### src/design/amem_pkg.sv
// amem package
// data word and ALU operation codes shared by the A-memory datapath.

`default_nettype none

package amem_pkg;

   localparam int word_w = 32;
   localparam int op_w = 3;

   // one A-memory word, also the ALU result.
   typedef logic [word_w-1:0] word_t;

   // micro-op operation field.
   typedef logic [op_w-1:0] alu_op_t;

   localparam alu_op_t op_add    = 3'd0;   // a + b, wraps.
   localparam alu_op_t op_sub    = 3'd1;   // a - b, wraps.
   localparam alu_op_t op_and    = 3'd2;
   localparam alu_op_t op_or     = 3'd3;
   localparam alu_op_t op_xor    = 3'd4;
   localparam alu_op_t op_pass_a = 3'd5;

   // codes 6 and 7 are unused and give zero.

endpackage

`default_nettype wire

### src/design/uop_fetch.sv
// micro-op fetch stage
// latches an issued micro-op, starts both operand reads and carries the
// op fields along so they line up with the RAM read data.

`timescale 1ns/1ps
`default_nettype none

module uop_fetch
   import amem_pkg::*;
#(
   parameter int ADDR_W = 10
)
(
   input  wire                    clk_a,
   input  wire                    reset,

   input  wire                    uop_valid,
   input  wire alu_op_t           uop_op,
   input  wire [ADDR_W-1:0]       uop_a_addr,
   input  wire [ADDR_W-1:0]       uop_b_addr,
   input  wire [ADDR_W-1:0]       uop_dest,

   output logic [ADDR_W-1:0]      rd_addr_a,
   output logic [ADDR_W-1:0]      rd_addr_b,
   output logic                   rden_a,
   output logic                   rden_b,

   output logic                   op_valid,
   output alu_op_t                op_code,
   output logic [ADDR_W-1:0]      op_dest,
   output logic [ADDR_W-1:0]      op_a_addr,
   output logic [ADDR_W-1:0]      op_b_addr
);

   logic              s1_valid;
   alu_op_t           s1_op;
   logic [ADDR_W-1:0] s1_dest;

   // both reads go out together.
   assign rden_a = s1_valid;
   assign rden_b = s1_valid;

   always_ff @(posedge clk_a)
   begin
      if (reset)
      begin
         s1_valid <= 1'b0;
         op_valid <= 1'b0;
      end
      else
      begin
         s1_valid <= uop_valid;
         op_valid <= s1_valid;   // lines up with q_a/q_b.
      end
   end

   // stage 1, issue capture.
   always_ff @(posedge clk_a)
   begin
      if (uop_valid)
      begin
         rd_addr_a <= uop_a_addr;
         rd_addr_b <= uop_b_addr;
         s1_op     <= uop_op;
         s1_dest   <= uop_dest;
      end
   end

   // stage 2, waits out the RAM read.
   always_ff @(posedge clk_a)
   begin
      if (s1_valid)
      begin
         op_code   <= s1_op;
         op_dest   <= s1_dest;
         op_a_addr <= rd_addr_a;
         op_b_addr <= rd_addr_b;
      end
   end

endmodule

`default_nettype wire

### config.mk
export PLATFORM = sky130hd
export DESIGN_NAME = uop_fetch
export DESIGN_NICKNAME = d
export VERILOG_FILES = /design/src/design/amem_pkg.sv /design/src/design/uop_fetch.sv
export SDC_FILE = /design/constraint.sdc
export NUM_CORES = 1
export LEC_CHECK = 0
export BUFFER_PORTS_ARGS = -buffer_cell sky130_fd_sc_hd__buf_2
export CORE_MARGIN = 2
export CORE_UTILIZATION = 45
export CTS_BUF_LIST = sky130_fd_sc_hd__clkbuf_4 sky130_fd_sc_hd__clkbuf_8
export DETAILED_ROUTE_END_ITERATION = 10
export MAX_ROUTING_LAYER = met4
export PLACE_DENSITY = 0.85
export SETUP_SLACK_MARGIN = 0.1
export SYNTH_ARGS = -nofsm -noshare
export SYNTH_HDL_FRONTEND = slang
export SYNTH_SLANG_ARGS = --single-unit
### constraint.sdc
create_clock -name clk_a -period 2.1 [get_ports clk_a]
set_input_delay 0.42 -clock clk_a [delete_from_list [all_inputs] [get_ports clk_a]]
set_output_delay 0.42 -clock clk_a [all_outputs]
set_load 0.01 [all_outputs]
After elaboration in Yosys (flattened, before gate mapping)
Index checks and enable logic that the tools add are counted.
W data, S select, Z words.

word-level totals
  bits in registers = 68
  bits of input ports = 36

Logic depth before layout (Yosys ltp)
Gate-level depths: netlist of run 1.

  depth in word-level cells = 0
  depth in mapped cells = 1
  gate-level depth less buffers = 1

Worst setup path before layout of run 1
Ideal clock, no wire load.

  path type = register to output
  from = reg s1_valid, in the netlist rden_a
  to = out rden_b
  data arrival time = 1.345 ns
  slack = 0.335 ns
  stages on the path, launching flop included = 2
  buffers on the path = 1
  cells stage by stage = dfxtp_1 buf_4

RTL lines
  what                    line             source
  start, declared         uop_fetch.sv:35  logic s1_valid;
  start signal, assigned  uop_fetch.sv:52  s1_valid <= uop_valid;
  end, declared           uop_fetch.sv:26  output logic rden_b,

No word-level cell between the ends.

Final worst setup path of run 1
  from = reg s1_valid, in the netlist rden_a
  to = out rden_a

RTL lines
  what           line             source
  end, declared  uop_fetch.sv:25  output logic rden_a,

No word-level cell between the ends.

==> metrics, run 1 <==
#FFs+latches synth=68; Max clock buf depth=2; dpl cell area=0.00257 sq mm; CTS Hold Bufs=0; critical path class=reg -> out; Hold Path End=rden_a; RSZ-0062 raised after global routing=no; Clock Pin Slew Worst Setup and Hold Paths=60 ps; setup TNS=0 ps; layout cells sized above 1=60.7%; Netlist cell types=4; Max Fclk=0.707 GHz; synth top area cells=edfxtp_1, dfxtp_1, nor2b_1; crit path capture type=output port; H-tree depth=3; Hold Path Cell Cnt=2; die height=71.4 microns; Boundary Pins=92; Clock Latency Late Sink=320 ps; top cell type by total area after synthesis=edfxtp_1; Initial Util=46.9%; Max rail drop VDD=0.000614 V; total CTS buffers=9; Die Width=71.4 microns; Residual DRC=0; most frequent cell after synthesis=edfxtp_1; r2r startpoint=rden_a; top-area cell type share of the netlist area=97.1%; Worst-Margin Slew=726 ps; Slew HR=51.6%; cell area after synthesis=0.00204 sq mm; max-cap viol count=0; first-pass GRT wire length=5090 microns; initial antenna violation count=0; depth of the worst register-to-register path=1; Site Rows=24; total iterations of the first detailed-routing run=4; met2 WL=1770 microns; worst min-delay path category=in -> reg; First DRT Iteration DRCs=100; hold wc startpoint=reset; CP delay by family, top=flip-flops; maximum fanout along the worst path=8; Seq/Total Area, Yosys=99.0%; sequential cell area=0.00202 sq mm; Root Buffer=clkbuf_8; CP Launch Type=flop; Post-synth top flop=edfxtp_1; Fin Hold WS=266 ps; slowest cell delay on critical path=480 ps; Ys Warns=0; drt via density=4.56; CP Buf/Inv Count=1; Synth-to-Final Area Change=36.9%; ANT nets after route=0; final period utilization=67.3%; clk sinks=68; Avg Cell Area, Syn=28.8 sq um; WL met3=282 microns; Final Cell Area=0.00280 sq mm; status=finished clean; DIE AREA=0.00509 sq mm; Commonest cells post-synth=edfxtp_1, dfxtp_1, nor2b_1, buf_4; setup violators final=0; routed len/inst=14.8 microns; Layout Nets=210; Mapped Cells=71; setup bufs post-CTS=0; reg2reg end=op_b_addr[6]; Core Area=0.00435 sq mm; worst path cell trace=buf_2; largest net degree at the start of global routing=35; Leakage=1.14 nW; FILL cells=296; aggregate routed wire length=3390 microns; syn nets=107; # resized after CTS=0; diode count=0; asr flop ratio synth=0%; Final Slew Violations=0; grt total ovfl=0; EDFF count, synth=66; TritonCTS clock tree=done; slowest cell on the critical path=dfxtp_1; worst clock skew=7.38 ps; min cycle time layout=1410 ps; Worst Path Required=1680 ps; flop-to-flop setup slack=1010 ps; Fin. Hold Viols=0; DRT met1 WL=1260 microns; Multi-input gate area=12.5 sq um; PD cells=1070 mW/mm^2; gpl congestion=0.680; GRT Overall Usage=14.9%; Buffers on Ports=91; vias in the first global route=1025; DR vias=1048; Arr. time, crit path=990 ps; Top Metal Used=met4
==> power by group <==
part / switching (W) / internal, W / total (W)
Clock: 0.000424 / 0.000754 / 0.00118
Combinational: 0.000100 / 0.0000766 / 0.000177
Sequential: 0.0000326 / 0.00161 / 0.00164
==> sequential cells by signal, summed over array words and instances, names as in the netlist <==
name,flops
op_b_addr,10
op_code,3
rden_a,1
rd_addr_a,10
op_dest,10
s1_op,3
s1_dest,10
op_a_addr,10
op_valid,1
rd_addr_b,10
==> how the worst max path moves through the flow <==
stage	start	endpoint	slack, ps	cells after the start
after detailed placement	uop_valid	s1_dest[2]	710	1
after global placement	uop_valid	s1_dest[2]	750	1
after CTS	rden_a	rden_b	670	1
final	rden_a	rden_a	690	1
after global routing	rden_a	rden_b	610	1
after floorplan	rden_a	rden_b	330	1
==> final cells by class <==
cell class	count	area share, %
Timing Repair Buffer	93	16.8
Clock inverter	2	2.15
Tap cell	52	2.33
Clock buffer	13	5.95
Sequential cell	68	72.3
Multi-Input combinational cell	2	0.447
==> cell usage in the layout (no fill, tap or decap) <==
master,count
nor2b_1,2
buf_4,2
clkbuf_8,11
buf_2,91
edfxtp_1,66
clkbuf_4,2
bufinv_16,2
dfxtp_1,2
==> kinds of logic (layout without fill, tap and decap cells) <==
group	count (synthesis)	after routing	share of synthesized area [%]
flops	68	68	99.0
buf+inv	1	108	0.368
simple gates	2	2	0.613
==> per-stage QoR <==
step	total power [W]	util, %	worst slack [ps]	std cells
floorplan	0.00172	-	335	71
global placement	0.00184	59.0	751	215
detailed placement	0.00185	59.0	714	215
CTS	0.00303	64.2	669	230
global route	0.00311	64.2	612	230
finish	0.00300	64.2	686	230
==> metal layers <==
metal / GRT usage (%) / vias up
met5: - / -
met4: 10.1 / 0
met3: 5.49 / 9
met2: 23.5 / 65
met1: 15.5 / 486
li1: - / 488
Power figures use the tool's default switching activity.
==> inputs of run 2 (changes only) <==
Settings changed: ABC_AREA set to 1, CORE_UTILIZATION 45 to 43.
Clock period 2.1 ns to 1.3 ns, I/O delays scaled along.
==> run 2 against run 1 <==
Compared with the run above: routed wire length decreased by 5.3%; total power increased by 44%; worst hold slack got worse by 170 ps; critical path depth unchanged; die area increased by 4.5%; via count increased by 0.19%; largest cell class unchanged; highest routed layer unchanged.
==> metrics, run 2 <==
status=finished clean; CP Buf/Inv Count=1; TritonCTS clock tree=done; min cycle time layout=1150 ps; Initial Util=43.9%; gpl congestion=0.687; aggregate routed wire length=3210 microns; synth top area cells=edfxtp_1, dfxtp_1, buf_4; top cell type by total area after synthesis=edfxtp_1; PD cells=1550 mW/mm^2; Final Slew Violations=0; pre-CTS WS=313 ps; crit path capture type=output port; Leakage=1.13 nW; Sequential Power Share=61.5%; # resized after CTS=0; reg2reg end=op_a_addr[4]; Hold Path Cell Cnt=2; max-cap viol count=0; Max Fclk=0.870 GHz; DR vias=1050; CP Depth=1; fin util=59.6%; switching power total=0.000909 W; Core Area=0.00466 sq mm; internal power=0.00339 W; worst path cell trace=buf_2; Avg Cell Area, Syn=28.0 sq um; Multi-input gate area=7.51 sq um; asr flop ratio synth=0%; Arr. time, crit path=890 ps; Die Width=73.0 microns; drt via density=4.43; CP Launch Point=rd_addr_a[6]; Clock power frac=31.5%; routed len/inst=13.6 microns; Ys Warns=0; total iterations of the first detailed-routing run=4; syn nets=109; largest net degree at the start of global routing=35; cell area after synthesis=0.00204 sq mm; RSZ-0062 raised after global routing=no; Netlist cell types=5; Clock Latency Late Sink=330 ps; Synth-to-Final Area Change=35.8%; Site Rows=25; commonest non-fill, non-tap cells in the layout=buf_2, edfxtp_1, clkbuf_8; total CTS buffers=9; Worst Path Required=1040 ps; critical path class=reg -> out; depth of the worst register-to-register path=2; grt total ovfl=0; EDFF count, synth=66; Buffers on Ports=91; Post-synth top flop=edfxtp_1; slowest cell delay on critical path=400 ps; GRT Overall Usage=13.6%; CP Capture Point=rd_addr_a[6]; final period utilization=88.4%; combinational power share=7.0%; CP Launch Type=flop; vias in the first global route=958; diode count=0; Root Buffer=clkbuf_8; Boundary Pins=92; clk sinks=68; #FFs+latches synth=68; Mapped Cells=73; Fin. Hold Viols=0; flop-to-flop setup slack=370 ps; First DRT Iteration DRCs=47; Sw Ratio=21.1%; Layout Nets=214; Seq/Total Area, Yosys=98.9%; Max clock buf depth=2; setup TNS=0 ps; ANT nets after route=0; Commonest cells post-synth=edfxtp_1, dfxtp_1, inv_1, nor2_1, buf_4; most common cell after layout, fill and taps aside=buf_2; maximum fanout along the worst path=2; r2r startpoint=rden_a; sequential cell area=0.00203 sq mm; die height=73.0 microns; layout cells sized above 1=59.6%; most frequent cell after synthesis=edfxtp_1; slowest cell on the critical path=edfxtp_1; Slew HR=87.5%; worst min-delay path category=in -> reg; FILL cells=356; Worst-Margin Slew=187 ps; initial antenna violation count=0; setup violators final=0; H-tree depth=3; Clock Pin Slew Worst Setup and Hold Paths=60 ps; DIE AREA=0.00532 sq mm; worst clock skew=3.49 ps; first-pass GRT wire length=4700 microns; setup ws final=151 ps; CP delay by family, top=flip-flops; top-area cell type share of the netlist area=96.9%; Residual DRC=0; Max rail drop VDD=0.000797 V
-- run 2: worst min path at each step --
stage | end | start
2_1_floorplan | rden_a | reset
3_3_place_gp | op_dest[9] | s1_dest[9]
3_5_place_dp | op_code[2] | s1_op[2]
4_1_cts | rden_a | reset
5_1_grt | rden_a | reset
6_report | rden_a | reset
-- run 2: cell families after synthesis --
logic type	after synthesis	synth area share [%]
buf+inv	3	0.735
simple gates	2	0.367
flops	68	98.9
-- run 2: timing repair --
item | CTS | global route
hold buffers | 0 | 0
buffers inserted | 2 | 0
hold endpoints to repair | 0 | 0
endpoints found under the setup margin | 2 | 0
-- run 2: power groups by stage --
stage	registers [W]	clock network, W	logic (W)
global placement	0.00270	0	0.000287
CTS	0.00265	0.00141	0.000307
floorplan	0.00277	0	0.00000518
global route	0.00266	0.00149	0.000331
finish	0.00264	0.00135	0.000302
detailed placement	0.00270	0	0.000292
-- run 2: routing by layer --
layer,track usage [%],vias to the layer above,wire (microns)
met5,-,-,0
met4,11.7,0,98
met3,5.11,9,301
met2,18.3,65,1440
met1,15.8,480,1380
li1,-,496,-
-- run 2: layout make-up --
class	instances	area share [%]
inverter	2	0.270
multi-input combinational	2	0.270
clock buffer	9	4.46
sequential	68	73.0
timing repair buffer	95	18.4
tap	54	2.43
clock inverter	7	1.22
-- run 2: through the flow --
step / instance area [sq um] / total power [W] / cells / hold WS (ps)
global route: 2780 / 0.00448 / 237 / 84.3
global placement: 2600 / 0.00298 / 219 / 401
detailed placement: 2600 / 0.00299 / 219 / 405
CTS: 2780 / 0.00436 / 237 / 76.4
floorplan: 2050 / 0.00278 / 73 / 322
finish: 2780 / 0.00430 / 237 / 95.1
==> inputs of run 3 (changes only) <==
==> constraint.sdc (replaced) <==
create_clock -name clk_a -period 1.3 [get_ports clk_a]
set_input_delay 0.26 -clock clk_a [delete_from_list [all_inputs] [get_ports clk_a]]
set_output_delay 0.26 -clock clk_a [all_outputs]
set_load 0.1 [all_outputs]
==> run 3 against run 2 <==
Compared with the run above: total power increased by 32%; cell count grew 3.0%; clock power barely moved; design area rose by 29%.
==> metrics, run 3 (synthesis gave the netlist of run 2 again) <==
Initial Util=43.9%; Worst-Margin Slew=207 ps; Buffers on Ports=91; r2r startpoint=rden_a; PD cells=1590 mW/mm^2; met2 WL=2140 microns; Final Slew Violations=0; CP delay by family, top=flip-flops; Top Metal Used=met4; CP Buf/Inv Count=1; Max rail drop VDD=0.000945 V; RSZ-0062 raised after global routing=yes; FILL cells=228; worst clock skew=3.19 ps; hold wc startpoint=uop_b_addr[5]; crit path capture type=output port; critical path class=reg -> out; Worst Path Required=1040 ps; initial antenna violation count=0; ANT nets after route=0; worst min-delay path category=in -> reg; WL met3=396 microns; worst path cell trace=buf_12; Max Fclk=0.804 GHz; H-tree depth=3; commonest non-fill, non-tap cells in the layout=edfxtp_1, buf_12, buf_2; aggregate routed wire length=4040 microns; TritonCTS clock tree=done; Clock Latency Late Sink=320 ps; DIE AREA=0.00532 sq mm; Slew HR=86.2%; Fin. Hold Viols=0; slowest cell on the critical path=edfxtp_1; fin util=76.6%; status=finished clean; maximum fanout along the worst path=2; die height=73.0 microns; Die Width=73.0 microns; diode count=0; setup TNS=0 ps; min cycle time layout=1240 ps; GRT Overall Usage=16.8%; post-detail-place hpwl=2750 microns; CP Launch Type=flop; CP Launch Point=rd_addr_b[7]; routed len/inst=16.6 microns; max-cap viol count=0; slowest cell delay on critical path=450 ps; Clock Pin Slew Worst Setup and Hold Paths=60 ps; largest net degree at the start of global routing=35; DRT met1 WL=1410 microns; gpl congestion=0.699; Core Area=0.00466 sq mm; vias in the first global route=1099; total CTS buffers=9; Site Rows=25; DR vias=1135; final period utilization=95.7%; setup violators final=0; drt via density=4.65; most common cell after layout, fill and taps aside=edfxtp_1; Boundary Pins=92; Root Buffer=clkbuf_8; layout cells sized above 1=61.6%; total iterations of the first detailed-routing run=4; Layout Nets=222; First DRT Iteration DRCs=86; Leakage=1.44 nW; Residual DRC=0; Max clock buf depth=2; Synth-to-Final Area Change=74.7%; first-pass GRT wire length=5860 microns; clk sinks=68; grt total ovfl=0; Arr. time, crit path=980 ps
==> run 3: cell types whose count changed in the layout (fill, tap and decap cells not counted), sizes merged <==
cell      change
buf           +8
clkbuf        +2
clkinvlp      -1
clkinv        -2
==> run 3: area by class of cell <==
class | count | area [sq um] | share of cell area, %
Sequential cell | 68 | 2030 | 56.7
Timing Repair Buffer | 103 | 1310 | 36.6
Inverter | 2 | 7.51 | 0.210
Clock inverter | 4 | 17.5 | 0.491
Tap cell | 54 | 67.6 | 1.89
Clock buffer | 11 | 139 | 3.89
Multi-Input combinational cell | 2 | 7.51 | 0.210
==> run 3: worst paths after layout <==
path	depth (start not counted)	end	slack, ps
worst min register to register	0	op_code[2]	420
worst max register to register	2	op_a_addr[3]	270
worst min-delay path	1	rd_addr_b[5]	100
worst max-delay path	1	rd_addr_b[7]	60
==> run 3: metrics by stage <==
| step | setup WS [ps] | instance area, sq um | total power [W] | std cells | hold WS, ps |
|---|---|---|---|---|---|
| 2_1_floorplan | 41.2 | 2060 | 0.00366 | 73 | 322 |
| 3_3_place_gp | 329 | 3260 | 0.00423 | 219 | 401 |
| 3_5_place_dp | 300 | 3260 | 0.00426 | 219 | 405 |
| 4_1_cts | 49.9 | 3530 | 0.00567 | 239 | 90.6 |
| 5_1_grt | 25.2 | 3570 | 0.00583 | 244 | 87.3 |
| 6_report | 56.4 | 3570 | 0.00566 | 244 | 104 |
==> run 3: timing repair <==
| item | CTS | global route |
|---|---|---|
| gates resized for setup | 22 | 2 |
| buffers inserted | 5 | 5 |
| endpoints found under the setup margin | 49 | 53 |
| hold buffers | 0 | 0 |
==> run 3: routing by layer <==
metal | vias up | GRT usage, %
li1 | 512 | -
met3 | 9 | 6.49
met4 | 0 | 11.1
met5 | - | -
met1 | 536 | 18.0
met2 | 78 | 25.8
==> run 3: power breakdown <==
part	switching, W	internal [W]	total, W
clock network	0.000674	0.000704	0.00138
logic	0.00106	0.000501	0.00156
registers	0.000122	0.00260	0.00273
