**src/design/amem_pkg.sv**
```systemverilog
// amem package
// data word and ALU operation codes shared by the A-memory datapath.

`default_nettype none

package amem_pkg;

   localparam int word_w = 32;
   localparam int op_w = 3;

   // one A-memory word, also the ALU result.
   typedef logic [word_w-1:0] word_t;

   // micro-op operation field.
   typedef logic [op_w-1:0] alu_op_t;

   localparam alu_op_t op_add    = 3'd0;   // a + b, wraps.
   localparam alu_op_t op_sub    = 3'd1;   // a - b, wraps.
   localparam alu_op_t op_and    = 3'd2;
   localparam alu_op_t op_or     = 3'd3;
   localparam alu_op_t op_xor    = 3'd4;
   localparam alu_op_t op_pass_a = 3'd5;

   // codes 6 and 7 are unused and give zero.

endpackage

`default_nettype wire

```
**src/design/alu_writeback.sv**
```systemverilog
// ALU and writeback stage
// forwards results not yet in the RAM, applies the micro-op and writes
// the result back through RAM port a one cycle after it is presented.

`timescale 1ns/1ps
`default_nettype none

module alu_writeback
   import amem_pkg::*;
#(
   parameter int ADDR_W = 10
)
(
   input  wire                    clk_a,
   input  wire                    reset,

   input  wire                    op_valid,
   input  wire alu_op_t           op_code,
   input  wire [ADDR_W-1:0]       op_dest,
   input  wire [ADDR_W-1:0]       op_a_addr,
   input  wire [ADDR_W-1:0]       op_b_addr,
   input  wire word_t             q_a,
   input  wire word_t             q_b,

   output logic [ADDR_W-1:0]      wr_addr_a,
   output word_t                  data_a,
   output logic                   wren_a,

   output word_t                  result,
   output logic                   result_valid,
   output logic [ADDR_W-1:0]      result_dest
);

   // result just written, still racing the operand read.
   logic              w2_valid;
   logic [ADDR_W-1:0] w2_addr;
   word_t             w2_data;

   word_t             opnd_a;
   word_t             opnd_b;
   word_t             alu_out;

   // newest match wins.
   function automatic word_t forward(input logic [ADDR_W-1:0] addr,
                                     input word_t ram_word);
      word_t w;
      w = ram_word;
      if (w2_valid && w2_addr == addr)
         w = w2_data;
      if (wren_a && wr_addr_a == addr)
         w = data_a;
      if (result_valid && result_dest == addr)
         w = result;
      return w;
   endfunction

   always_comb
   begin
      opnd_a = forward(op_a_addr, q_a);
      opnd_b = forward(op_b_addr, q_b);
   end

   always_comb
   begin
      case (op_code)
         op_add:    alu_out = opnd_a + opnd_b;
         op_sub:    alu_out = opnd_a - opnd_b;
         op_and:    alu_out = opnd_a & opnd_b;
         op_or:     alu_out = opnd_a | opnd_b;
         op_xor:    alu_out = opnd_a ^ opnd_b;
         op_pass_a: alu_out = opnd_a;
         default:   alu_out = '0;   // unused codes.
      endcase
   end

   always_ff @(posedge clk_a)
   begin
      if (reset)
      begin
         result_valid <= 1'b0;
         result       <= '0;
         wren_a       <= 1'b0;
         w2_valid     <= 1'b0;
      end
      else
      begin
         result_valid <= op_valid;
         wren_a       <= result_valid;   // write one cycle behind.
         w2_valid     <= wren_a;
         if (op_valid)
            result <= alu_out;
      end
   end

   always_ff @(posedge clk_a)
   begin
      if (op_valid)
         result_dest <= op_dest;
      data_a    <= result;
      wr_addr_a <= result_dest;
      w2_data   <= data_a;
      w2_addr   <= wr_addr_a;
   end

endmodule

`default_nettype wire

```
**config.mk**
```make
export PLATFORM = sky130hd
export DESIGN_NAME = alu_writeback
export DESIGN_NICKNAME = d
export VERILOG_FILES = /design/src/design/amem_pkg.sv /design/src/design/alu_writeback.sv
export SDC_FILE = /design/constraint.sdc
export NUM_CORES = 1
export LEC_CHECK = 0
export BUFFER_PORTS_ARGS = -buffer_cell sky130_fd_sc_hd__buf_2
export CAP_MARGIN = 10
export CORE_MARGIN = 2
export CORE_UTILIZATION = 41
export CTS_CLUSTER_SIZE = 12
export DETAILED_ROUTE_END_ITERATION = 6
export SLEW_MARGIN = 30
export SYNTH_ARGS = -nofsm -noshare
export SYNTH_HDL_FRONTEND = slang
export SYNTH_SLANG_ARGS = --single-unit
```
**constraint.sdc**
```tcl
create_clock -name clk_a -period 9.05 [get_ports clk_a]
set_clock_uncertainty 0.2 [all_clocks]
set_input_delay 1.81 -clock clk_a [delete_from_list [all_inputs] [get_ports clk_a]]
set_output_delay 1.81 -clock clk_a [all_outputs]
set_load 0.01 [all_outputs]
```
======== After elaboration in Yosys (flattened, before gate mapping) ========
Index checks and enable logic that the tools add are counted.
W data, S select, Z words.
cells by class
  add/sub/neg operators ................... 2
  equality and inequality tests ........... 11
  muxes and demuxes ....................... 7
  bitwise gates (word level) .............. 3
  reductions and logical operators ........ 7
operators by type and width
  operator              number
  $mux W32              6
  $pmux W32 S6          1
  $eq A10 B10 Y1        6
  $add A32 B32 Y32      1
  $and A32 B32 Y32      1
  $or A32 B32 Y32       1
  $sub A32 B32 Y32      1
  $xor A32 B32 Y32      1
  $eq A3 B2 Y1 const B  2
  $eq A3 B3 Y1 const B  2
  $logic_and A1 B1 Y1   6
  $eq A3 B1 Y1 const B  1
  $logic_not A3 Y1      1
word-level totals
  bits in registers ....................... 129
  output and inout port bits .............. 86
  word-level logic and storage cells ...... 39

======== Depth between registers and ports, before layout ========
Gate-level depths: netlist (run 1).
  depth after elaboration ................. 7
  depth in mapped cells ................... 27
  gate-level depth less buffers ........... 25

======== Worst setup path after synthesis (run 1) ========
OpenSTA, ideal clock, no wires.
  path kind ............................... input-to-reg
  from .................................... input op_b_addr[4]
  to ...................................... register result[30]
  library setup time ...................... 91 ps
  arrival time ............................ 6746 ps
  required time ........................... 8759 ps
  setup slack ............................. 2013 ps
  stages on the path ...................... 26
  buffers on the path ..................... 3
  path through ............................ xnor2_1 -> nand4_1 -> or3_1 -> clkbuf_1 -> buf_2 -> buf_1 -> mux2i_1 -> ha_1 -> nand2_1 -> nor3_2 -> o21ai_0 -> nand2_1 -> xnor2_1 -> ha_1 -> a21o_1 -> a21o_1 -> a21o_1 -> or3_1 -> a21oi_1 -> o31ai_1 -> a221oi_1 -> o21ai_1 -> a21oi_1 -> o21ai_0 -> mux2_2 -> a311oi_1
on the way
  word-level cells in the longest chain between the ends .. 7
ends and longest elaborated chain
  element                                         line                 text
  start, declared                                 alu_writeback.sv:21  input wire [ADDR_W-1:0] op_b_addr,
  $eq A10 B10 Y1                                  alu_writeback.sv:48  if (w2_valid && w2_addr == addr)
  $logic_and A1 B1 Y1                             alu_writeback.sv:48
  $mux W32                                        alu_writeback.sv:48
  $mux W32                                        alu_writeback.sv:50  if (wren_a && wr_addr_a == addr)
  $mux W32 (*)                                    alu_writeback.sv:52  if (result_valid && result_dest == addr)
  $sub A32 B32 Y32, or another cell as far along  alu_writeback.sv:67  op_sub: alu_out = opnd_a - opnd_b;
  $pmux W32 S6 (*)                                alu_writeback.sv:65  case (op_code)
  end signal, assigned                            alu_writeback.sv:91  result <= alu_out;
  end, declared                                   alu_writeback.sv:29  output word_t result,
Mark *: on every way between the ends. The rest lies on a longest branch, timed or not.
A chain may end at the register's enable or synchronous reset.

======== Worst setup path in the final report (run 1) ========
  from .................................... input op_b_addr[5]
  to ...................................... register result[30]
Same word-level chain as after synthesis.

==> reports/metrics.csv, run 1 <==
metric;value;unit
status;completed;
endpoints failing setup;0;
# Post-CTS Setup Buffers;0;
fin crit share;88.72;%
worst-path fanout max;9;
final count of hold timing violations;0;
cells on worst reg2reg path;23;
Reg clk slew, reported paths;0.06;ns
setup TNS;0;ns
Die Ht;163.4;um
most numerous cell in the Yosys netlist;a21oi_1;
R2R Path End;result[30]$_SDFFE_PP0P_;
DR pass1 iterations;6;
Data required, critical path;9.18;ns
gr ovfl total;0;
CTS-repair resized insts;0;
fin. max-slew vios;0;
crit start category;input port;
final hold slack;0.1782;ns
worst-skew pair later-pin latency;0.43;ns
XOR/XNOR share of the synthesized area;9.857;%
max-cap violation count;0;
end of the critical path;result[30]$_SDFFE_PP0P_;
CTS Sinks;129;
Final HPWL DP;28.96;mm
Final min period;8.029;ns
drt drc;0;
sequential fraction of the synthesis area;25.74;%
total wire length;37.92;mm
Synth Area in Adders;11.72;%
routability cong.;0.9578;
Max stage delay on crit path;0.80;ns
ys async rst share;0;%
Worst-Margin Slew;0.9949;ns
Post-synth top cells;a21oi_1 (140), nor2_1 (139), dfxtp_1 (119);
headroom to the max-slew limit;33.67;%
yosys warns;0;
# fillers;2439;
top cell type's share of synthesized area;22.86;%
vias in the first global route;9591;
vias;10320;
hold_buf cts;0;
DR WL/cell;21.05;um
first-pass GRT wire length;57.08;mm
All-Layer GR Usage;28.01;%
share of layout cells above drive strength 1;18.12;%
CP endpoint kind;flop;
RSZ-0062 raised after global routing;no;
Yosys cell types;71;
Setup CP Type;input port to flop;
Via density;5.732;
worst hold path type;flop to flop;
Synth Area in Compound Gates;20.59;%
die extent in x;163.4;um
PortBufs;185;
Final Power;1.841;mW
Post-synth EDFFs;10;
Clock Path Buffers;2;
CP dominant cell by count;a21oi_1;
Final nets;1652;
boundary pin count;186;
clock root buffer;clkbuf_16;
R2R Setup Slk;2.19;ns
PD cells;150.6;mW/mm^2
Peak VDD IR;166.6;uV
post-route ant nets;0;
Most used DFF post-synth;dfxtp_1;
worst r2r src;w2_addr[5]$_DFF_P_;
Post-Syn Area;0.01042;mm^2
CTS tree;built;
Slowest-stage cell, CP;nor4_4;
row cnt;58;
fmax;124.5;MHz
post-synthesis mux area share;9.377;%
CTS buffer count;17;
full die area;0.02671;mm^2
Synth Area in Simple Gates;17.10;%
Synth Register Bits;129;
syn nets;1495;
Yosys top cell by area;dfxtp_1;
H-tree Lvls;4;
leakage power;5.683;nW
largest family of logic cells by synthesized area;compound AO/OA/AOI/OAI gates;
Syn-to-layout area delta;17.34;%
Iteration-0 DRC Markers;1123;
Setup crit start;op_b_addr[5];
Initial Util;41.62;%
Syn Area/Cell;8.029;um^2
Post-Synthesis Cells;1298;
Worst EP arrival;8.16;ns
largest net degree at the start of global routing;42;
core area;0.02504;mm^2
critical-path cell list;buf_2 > xnor2_1 > nand4_1 > nor4_4 > mux2i_1 > a21oi_1 > nor4_2 > o21ai_1 > nor3_2 > a21oi_1 > xnor2_1 > ha_1 > a21o_1 > a21o_1 > a21o_1 > or3_1 > a21oi_1 > o31ai_1 > a221oi_1 > o21ai_1 > a21oi_1 > o21ai_0 > mux2_2 > a311oi_1;
initial antenna violation count;2;
synth top area cells;dfxtp_1 (23%), ha_1 (12%), mux2i_1 (9.0%), xnor2_1 (8.1%), a21oi_1 (6.7%);
[per-stage QoR]
stage,std cells,instance area (um^2),util (%),setup WS [ns]
after global placement,1766,11650,46.52,0.8967
final,1801,12230,48.84,1.021
after floorplan,1298,10420,-,2.013
after global routing,1798,12220,48.81,0.6128
after CTS,1798,12220,48.80,1.123
after detailed placement,1766,11650,46.53,0.7178
[state kept, by name, indices dropped and copies added (netlist names)]
register	flops
wr_addr_a	10
result_dest	10
w2_addr	10
w2_valid	1
result_valid	1
result	32
data_a	32
wren_a	1
w2_data	32
[critical path, delay by kind of cell]
family	cells	cell delay, ns
adders and majority gates	1	0.40
xor gates and xnor gates	2	0.43
and+or+nand+nor	5	2.13
AOI/OAI and AO/OA	13	2.66
buffers and inverters	1	0.13
muxes	2	0.57
[layer usage]
layer  up-vias  share of wire [%]  GRT usage [%]
li1       4954                  -              -
met1      4854                 48          40.75
met2       470                 42          42.44
met3        46                7.8          4.571
met4         0                2.1          7.965
met5         -                  0              0
[final cells by class]
cell class              count  area, um^2  share of cell area, %
well taps                 330       412.9                  3.377
multi-input cells        1021        7172                  58.65
clock inverters            14       140.1                  1.146
clock buffers              18       429.2                  3.510
diodes                      3       7.507                0.06139
inverters                  80       300.3                  2.456
flip-flops and latches    129        2683                  21.94
repair buffers            206        1084                  8.861
[cells in the final DEF (no fill, tap or decap), drive strengths merged, types with 4 or more instances in the layout]
cell type / n
a211oi: 18
a21o: 17
a21oi: 140
a221oi: 6
a222oi: 9
a22oi: 5
a311oi: 5
a31oi: 14
and2: 6
and3: 9
buf: 206
clkbuf: 18
clkinv: 9
dfxtp: 119
edfxtp: 10
ha: 96
inv: 81
mux2i: 95
nand2: 78
nand2b: 6
nand3: 15
nand4: 25
nor2: 140
nor2b: 19
nor3: 30
nor4: 12
o211ai: 6
o21a: 5
o21ai: 79
o21bai: 6
o221ai: 15
o31ai: 5
or2: 4
or3: 8
or4: 5
xnor2: 101
xor2: 12
[worst min path at each step]
stage,endpoint,slack (ns),start,cells past startpoint
finish,w2_data[19]$_DFF_P_,0.18,data_a[19]$_DFF_P_,0
floorplan,w2_data[22]$_DFF_P_,0.20,data_a[22]$_DFF_P_,0
CTS,w2_data[23]$_DFF_P_,0.18,data_a[23]$_DFF_P_,0
global placement,w2_data[23]$_DFF_P_,0.17,data_a[23]$_DFF_P_,0
detailed placement,w2_data[19]$_DFF_P_,0.17,data_a[19]$_DFF_P_,0
global route,w2_data[20]$_DFF_P_,0.19,data_a[20]$_DFF_P_,0
[where the power goes]
part / switching, mW / internal, mW / total (mW)
sequential: 0.0504 / 0.617 / 0.667
combinational: 0.286 / 0.198 / 0.484
clock: 0.285 / 0.404 / 0.689
total: 0.622 / 1.22 / 1.84
[cells by family (layout without fill, tap and decap cells)]
group | count (synthesis) | in the layout
other cells | 0 | 3
simple gates | 366 | 366
xor+xnor | 113 | 113
fa+ha+maj | 97 | 97
mux | 97 | 97
compound gates | 348 | 348
flops | 129 | 129
buf+inv | 148 | 318
Note: power is estimated with default switching activity, not from simulation.
==> inputs of run 2 (changes only) <==
--- a/config.mk
+++ b/config.mk
@@ -11,6 +11,7 @@
 export CORE_UTILIZATION = 41
 export CTS_CLUSTER_SIZE = 12
 export DETAILED_ROUTE_END_ITERATION = 6
+export PLACE_DENSITY = 0.68
 export SLEW_MARGIN = 30
 export SYNTH_ARGS = -nofsm -noshare
 export SYNTH_HDL_FRONTEND = slang
==> reports/metrics.csv, run 2 (synthesized netlist as in run 1, its figures left out) <==
metric;value;unit;change
CTS tree;built;;
core area;0.02504;mm^2;unchanged
H-tree Lvls;4;;unchanged
Clock Path Buffers;2;;unchanged
sequential power share;36.4;%;+0.2 points
Final HPWL DP;28.00;mm;-3.3%
share of layout cells above drive strength 1;17.80;%;-0.32 points
initial antenna violation count;0;;-2
Final min period;8.022;ns;-0.007400 ns
hold_buf cts;0;;unchanged
drt drc;0;;unchanged
commonest non-fill, non-tap cell in the layout;buf_2;;
max-cap violation count;0;;unchanged
cells on worst reg2reg path;24;;+4.3%
RSZ-0062 raised after global routing;no;;
worst-skew pair later-pin latency;0.44;ns;about the same
Max stage delay on crit path;0.79;ns;about the same
Antenna diodes;0;;-3
worst-path fanout max;16;;+7
Via density;5.801;;+1.2%
# fillers;2449;;+0.41%
final worst slack;1.028;ns;+0.007400 ns
endpoints failing setup;0;;unchanged
CTS-repair resized insts;0;;unchanged
DR pass1 iterations;6;;unchanged
row cnt;58;;unchanged
DR WL/cell;20.73;um;-1.5%
CTS Sinks;129;;unchanged
Data required, critical path;9.17;ns;about the same
Reg clk slew, reported paths;0.06;ns;about the same
Worst EP arrival;8.14;ns;-0.02 ns
total wire length;37.13;mm;-2.1%
Final nets;1645;;-0.42%
crit start category;input port;;
biggest regs;data_a: 32 flops, result: 32 flops, w2_data: 32 flops;;
fin. max-slew vios;0;;unchanged
largest net degree at the start of global routing;70;;+67%
headroom to the max-slew limit;27.45;%;-6.2 points
PortBufs;185;;unchanged
commonest non-fill, non-tap cells in the layout;buf_2 (185), a21oi_1 (140), nor2_1 (139);;
full die area;0.02671;mm^2;unchanged
setup TNS;0;ns;unchanged
Initial Util;41.62;%;unchanged
die extent in x;163.4;um;unchanged
worst hold path type;flop to flop;;
PD cells;150.8;mW/mm^2;+0.19%
hold path depth;0;;unchanged
worst slack, placed;0.6806;ns;-0.03721 ns
status;completed;;
fmax;124.7;MHz;about the same
routability cong.;0.9561;;-0.18%
Worst-Margin Slew;1.080;ns;+0.08498 ns
Iteration-0 DRC Markers;1309;;+17%
Slowest-stage cell, CP;nor4_4;;
All-Layer GR Usage;27.48;%;-0.54 points
CTS buffer count;17;;unchanged
sw frac;33.71;%;-0.058 points
fin crit share;88.64;%;about the same
Setup CP Type;input port to flop;;
final count of hold timing violations;0;;unchanged
boundary pin count;186;;unchanged
first-pass GRT wire length;56.04;mm;-1.8%
# Post-CTS Setup Buffers;0;;unchanged
clock root buffer;clkbuf_16;;
Post-Route Utilization;48.61;%;-0.23 points
Syn-to-layout area delta;16.77;%;
CP endpoint kind;flop;;
vias in the first global route;9606;;+0.16%
switching power;618.7;uW;-0.46%
Peak VDD IR;119.0;uV;-29%
Pint;1.217;mW;-0.20%
post-route ant nets;0;;unchanged
Die Ht;163.4;um;unchanged
vias;10390;;+0.63%
gr ovfl total;0;;unchanged
final hold slack;0.1823;ns;+0.004057 ns
clock share of power;37.4;%;about the same
Combinational Power Share;26.2;%;about the same
leakage power;5.645;nW;-0.67%
-- run 2: cell count changes in the layout (fill, tap and decap cells not counted), moves of 2 or more --
cell,before,now
diode_2,3,0
clkinv_1,4,2
buf_4,21,14
clkinvlp_4,2,4
clkinv_2,2,4
-- run 2: metal layers --
layer  part of all wire [%]  global-route usage (%)
met1                     45                   38.92
met2                     43                   41.75
met3                    9.5                   4.571
met4                    3.3                   10.18
met5                      0                       0
-- run 2: worst paths after layout --
| check | to | slack, ns | startpoint |
|---|---|---|---|
| max | result[29]$_SDFFE_PP0P_ | 1.03 | op_b_addr[6] |
| min | w2_data[20]$_DFF_P_ | 0.18 | data_a[20]$_DFF_P_ |
| max reg2reg | result[29]$_SDFFE_PP0P_ | 2.19 | w2_addr[6]$_DFF_P_ |
| min reg2reg | w2_data[20]$_DFF_P_ | 0.18 | data_a[20]$_DFF_P_ |
-- run 2: stage by stage --
step                      power (mW)  cells  instance area, um^2
after floorplan               0.9844   1298                10420
after global placement         1.143   1759                11590
after detailed placement       1.147   1759                11600
after CTS                      1.824   1791                12170
after global routing           1.907   1791                12170
final                          1.836   1791                12170
-- run 2: power groups by stage --
stage               Combinational (mW)  Clock (mW)  Sequential, mW
finish                           0.481       0.687           0.668
global route                     0.528       0.706           0.673
CTS                              0.472       0.685           0.667
detailed placement               0.468           0           0.679
global placement                 0.465           0           0.678
floorplan                        0.310           0           0.675
-- run 2: area by class of cell --
type                            count  area [um^2]  area share, %
Clock buffer                       18        429.2          3.527
Clock inverter                     14        140.1          1.152
Inverter                           80        300.3          2.468
Multi-Input combinational cell   1021         7173          58.94
Sequential cell                   129         2683          22.04
Tap cell                          330        412.9          3.393
Timing Repair Buffer              199         1031          8.472
-- run 2: worst max-delay path: cells and delay by family --
kind	cells	cell delay [ns]
mux	1	0.22
simple gates	7	2.22
buf+inv	2	0.55
xor+xnor	3	0.58
fa+ha+maj	1	0.37
compound gates	11	2.36
==> inputs of run 3 (changes only) <==
--- a/config.mk
+++ b/config.mk
@@ -7,11 +7,13 @@
 export LEC_CHECK = 0
 export BUFFER_PORTS_ARGS = -buffer_cell sky130_fd_sc_hd__buf_2
 export CAP_MARGIN = 10
+export CELL_PAD_IN_SITES_DETAIL_PLACEMENT = 1
+export CELL_PAD_IN_SITES_GLOBAL_PLACEMENT = 2
 export CORE_MARGIN = 2
-export CORE_UTILIZATION = 41
+export CORE_UTILIZATION = 33
 export CTS_CLUSTER_SIZE = 12
 export DETAILED_ROUTE_END_ITERATION = 6
-export PLACE_DENSITY = 0.68
+export PLACE_DENSITY = 0.87
 export SLEW_MARGIN = 30
 export SYNTH_ARGS = -nofsm -noshare
 export SYNTH_HDL_FRONTEND = slang
==> reports/metrics.csv, run 3 (synthesized netlist as in run 1, its figures left out) <==
metric;value;unit;change
status;completed;;
min-delay src;data_a[23]$_DFF_P_;;
# Post-CTS Setup Buffers;0;;unchanged
CTS-repair resized insts;0;;unchanged
Via density;5.648;;-2.6%
PD cells;153.1;mW/mm^2;+1.5%
Reg clk slew, reported paths;0.07;ns;about the same
fmax;124.5;MHz;about the same
Setup CP Type;input port to flop;;
final count of hold timing violations;0;;unchanged
gr ovfl total;0;;unchanged
Final nets;1648;;+0.18%
full die area;0.03302;mm^2;+24%
All-Layer GR Usage;25.54;%;-1.9 points
DR WL/cell;22.84;um;+10%
Final Power;1.885;mW;+2.7%
clock root buffer;clkbuf_16;;
Final min period;8.030;ns;+0.007900 ns
RSZ-0062 raised after global routing;no;;
routability cong.;0.8799;;-8.0%
fin. max-slew vios;0;;unchanged
row cnt;65;;+12%
final worst slack;1.020;ns;-0.007900 ns
commonest non-fill, non-tap cell in the layout;buf_2;;
worst-skew pair later-pin latency;0.43;ns;about the same
worst r2r src;w2_addr[5]$_DFF_P_;;
crit start category;input port;;
worst-path fanout max;21;;+5
boundary pin count;186;;unchanged
fin crit share;88.73;%;about the same
core area;0.03131;mm^2;+25%
Worst-Margin Slew;1.006;ns;-0.07416 ns
Die Ht;181.7;um;+11%
Clock Path Buffers;2;;unchanged
commonest non-fill, non-tap cells in the layout;buf_2 (185), a21oi_1 (140), nor2_1 (138);;
CTS tree;built;;
headroom to the max-slew limit;32.65;%;+5.2 points
initial antenna violation count;1;;+1
# fillers;3829;;+56%
hold_buf cts;0;;unchanged
share of layout cells above drive strength 1;18.03;%;+0.24 points
vias;10540;;+1.5%
total wire length;42.62;mm;+15%
die extent in x;181.7;um;+11%
worst hold path type;flop to flop;;
Iteration-0 DRC Markers;812;;-38%
biggest regs;data_a: 32 flops, result: 32 flops, w2_data: 32 flops;;
setup TNS;0;ns;unchanged
post-route ant nets;0;;unchanged
Data required, critical path;9.19;ns;+0.02 ns
Worst EP arrival;8.17;ns;+0.03 ns
PortBufs;185;;unchanged
Initial Util;33.28;%;-8.3 points
drt drc;0;;unchanged
worst slack, placed;0.7335;ns;+0.05285 ns
vias in the first global route;10730;;+12%
first-pass GRT wire length;64.81;mm;+16%
CTS buffer count;17;;unchanged
leakage power;5.685;nW;+0.72%
CTS Sinks;129;;unchanged
Setup crit start;op_b_addr[6];;
Peak VDD IR;81.99;uV;-31%
H-tree Lvls;4;;unchanged
max-cap violation count;0;;unchanged
Syn-to-layout area delta;18.14;%;
CP endpoint kind;flop;;
largest net degree at the start of global routing;70;;unchanged
DR pass1 iterations;7;;+1
Antenna diodes;0;;unchanged
endpoints failing setup;0;;unchanged
Final HPWL DP;32.36;mm;+16%
-- run 3: layout make-up --
cell class	count	area [um^2]	share of cell area [%]
clock buffers	18	450.4	3.659
clock inverters	14	151.4	1.230
inverters	80	300.3	2.439
multi-input cells	1021	7171	58.24
flip-flops and latches	129	2683	21.79
well taps	402	503.0	4.085
repair buffers	202	1054	8.557
-- run 3: critical path, cell delays in order --
cell and delay (ns):
buf_2 0.13, xnor2_1 0.26, nand4_1 0.21, nor4_4 0.31, buf_4 0.41, mux2i_1 0.25
a21oi_1 0.11, mux2i_1 0.35, ha_1 0.29, nand2_1 0.11, nor3_2 0.41, o21ai_0 0.19
nand2_1 0.12, xnor2_1 0.09, ha_1 0.24, a21o_1 0.18, a21o_1 0.17, a21o_1 0.18
or3_1 0.30, a21oi_1 0.25, o31ai_1 0.19, a221oi_1 0.48, o21ai_1 0.16, a21oi_1 0.31
o21ai_0 0.15, mux2_2 0.29, a311oi_1 0.21
-- run 3: final timing paths --
kind                                           endpoint  slack [ns]  cells past startpoint
worst max register to register  result[30]$_SDFFE_PP0P_        2.18                     26
worst max-delay path            result[30]$_SDFFE_PP0P_        1.02                     27
worst min register to register      w2_data[23]$_DFF_P_        0.18                      0
worst min-delay path                w2_data[23]$_DFF_P_        0.18                      0
-- run 3: layer usage --
| metal | GRT usage [%] | up-vias | wire [um] |
|---|---|---|---|
| met5 | 0 | - | 10 |
| met4 | 7.577 | 2 | 852 |
| met3 | 3.129 | 50 | 2054 |
| met2 | 40.54 | 314 | 19100 |
| met1 | 36.19 | 5232 | 20600 |
| li1 | - | 4942 | - |
-- run 3: through the flow --
step	hold slack (ns)	std cells	util, %	instance area [um^2]
6_report	0.1815	1866	39.32	12310
5_1_grt	0.1861	1866	39.32	12310
3_5_place_dp	0.1709	1834	37.39	11710
2_1_floorplan	0.1992	1298	-	10420
4_1_cts	0.1795	1866	39.32	12310
3_3_place_gp	0.1653	1834	37.39	11710
-- run 3: power by group --
group | switching, mW | leakage [nW] | internal, mW
Clock | 0.294 | 0.296 | 0.425
Sequential | 0.0542 | 1.08 | 0.617
Combinational | 0.298 | 4.31 | 0.198
Total | 0.646 | 5.69 | 1.24
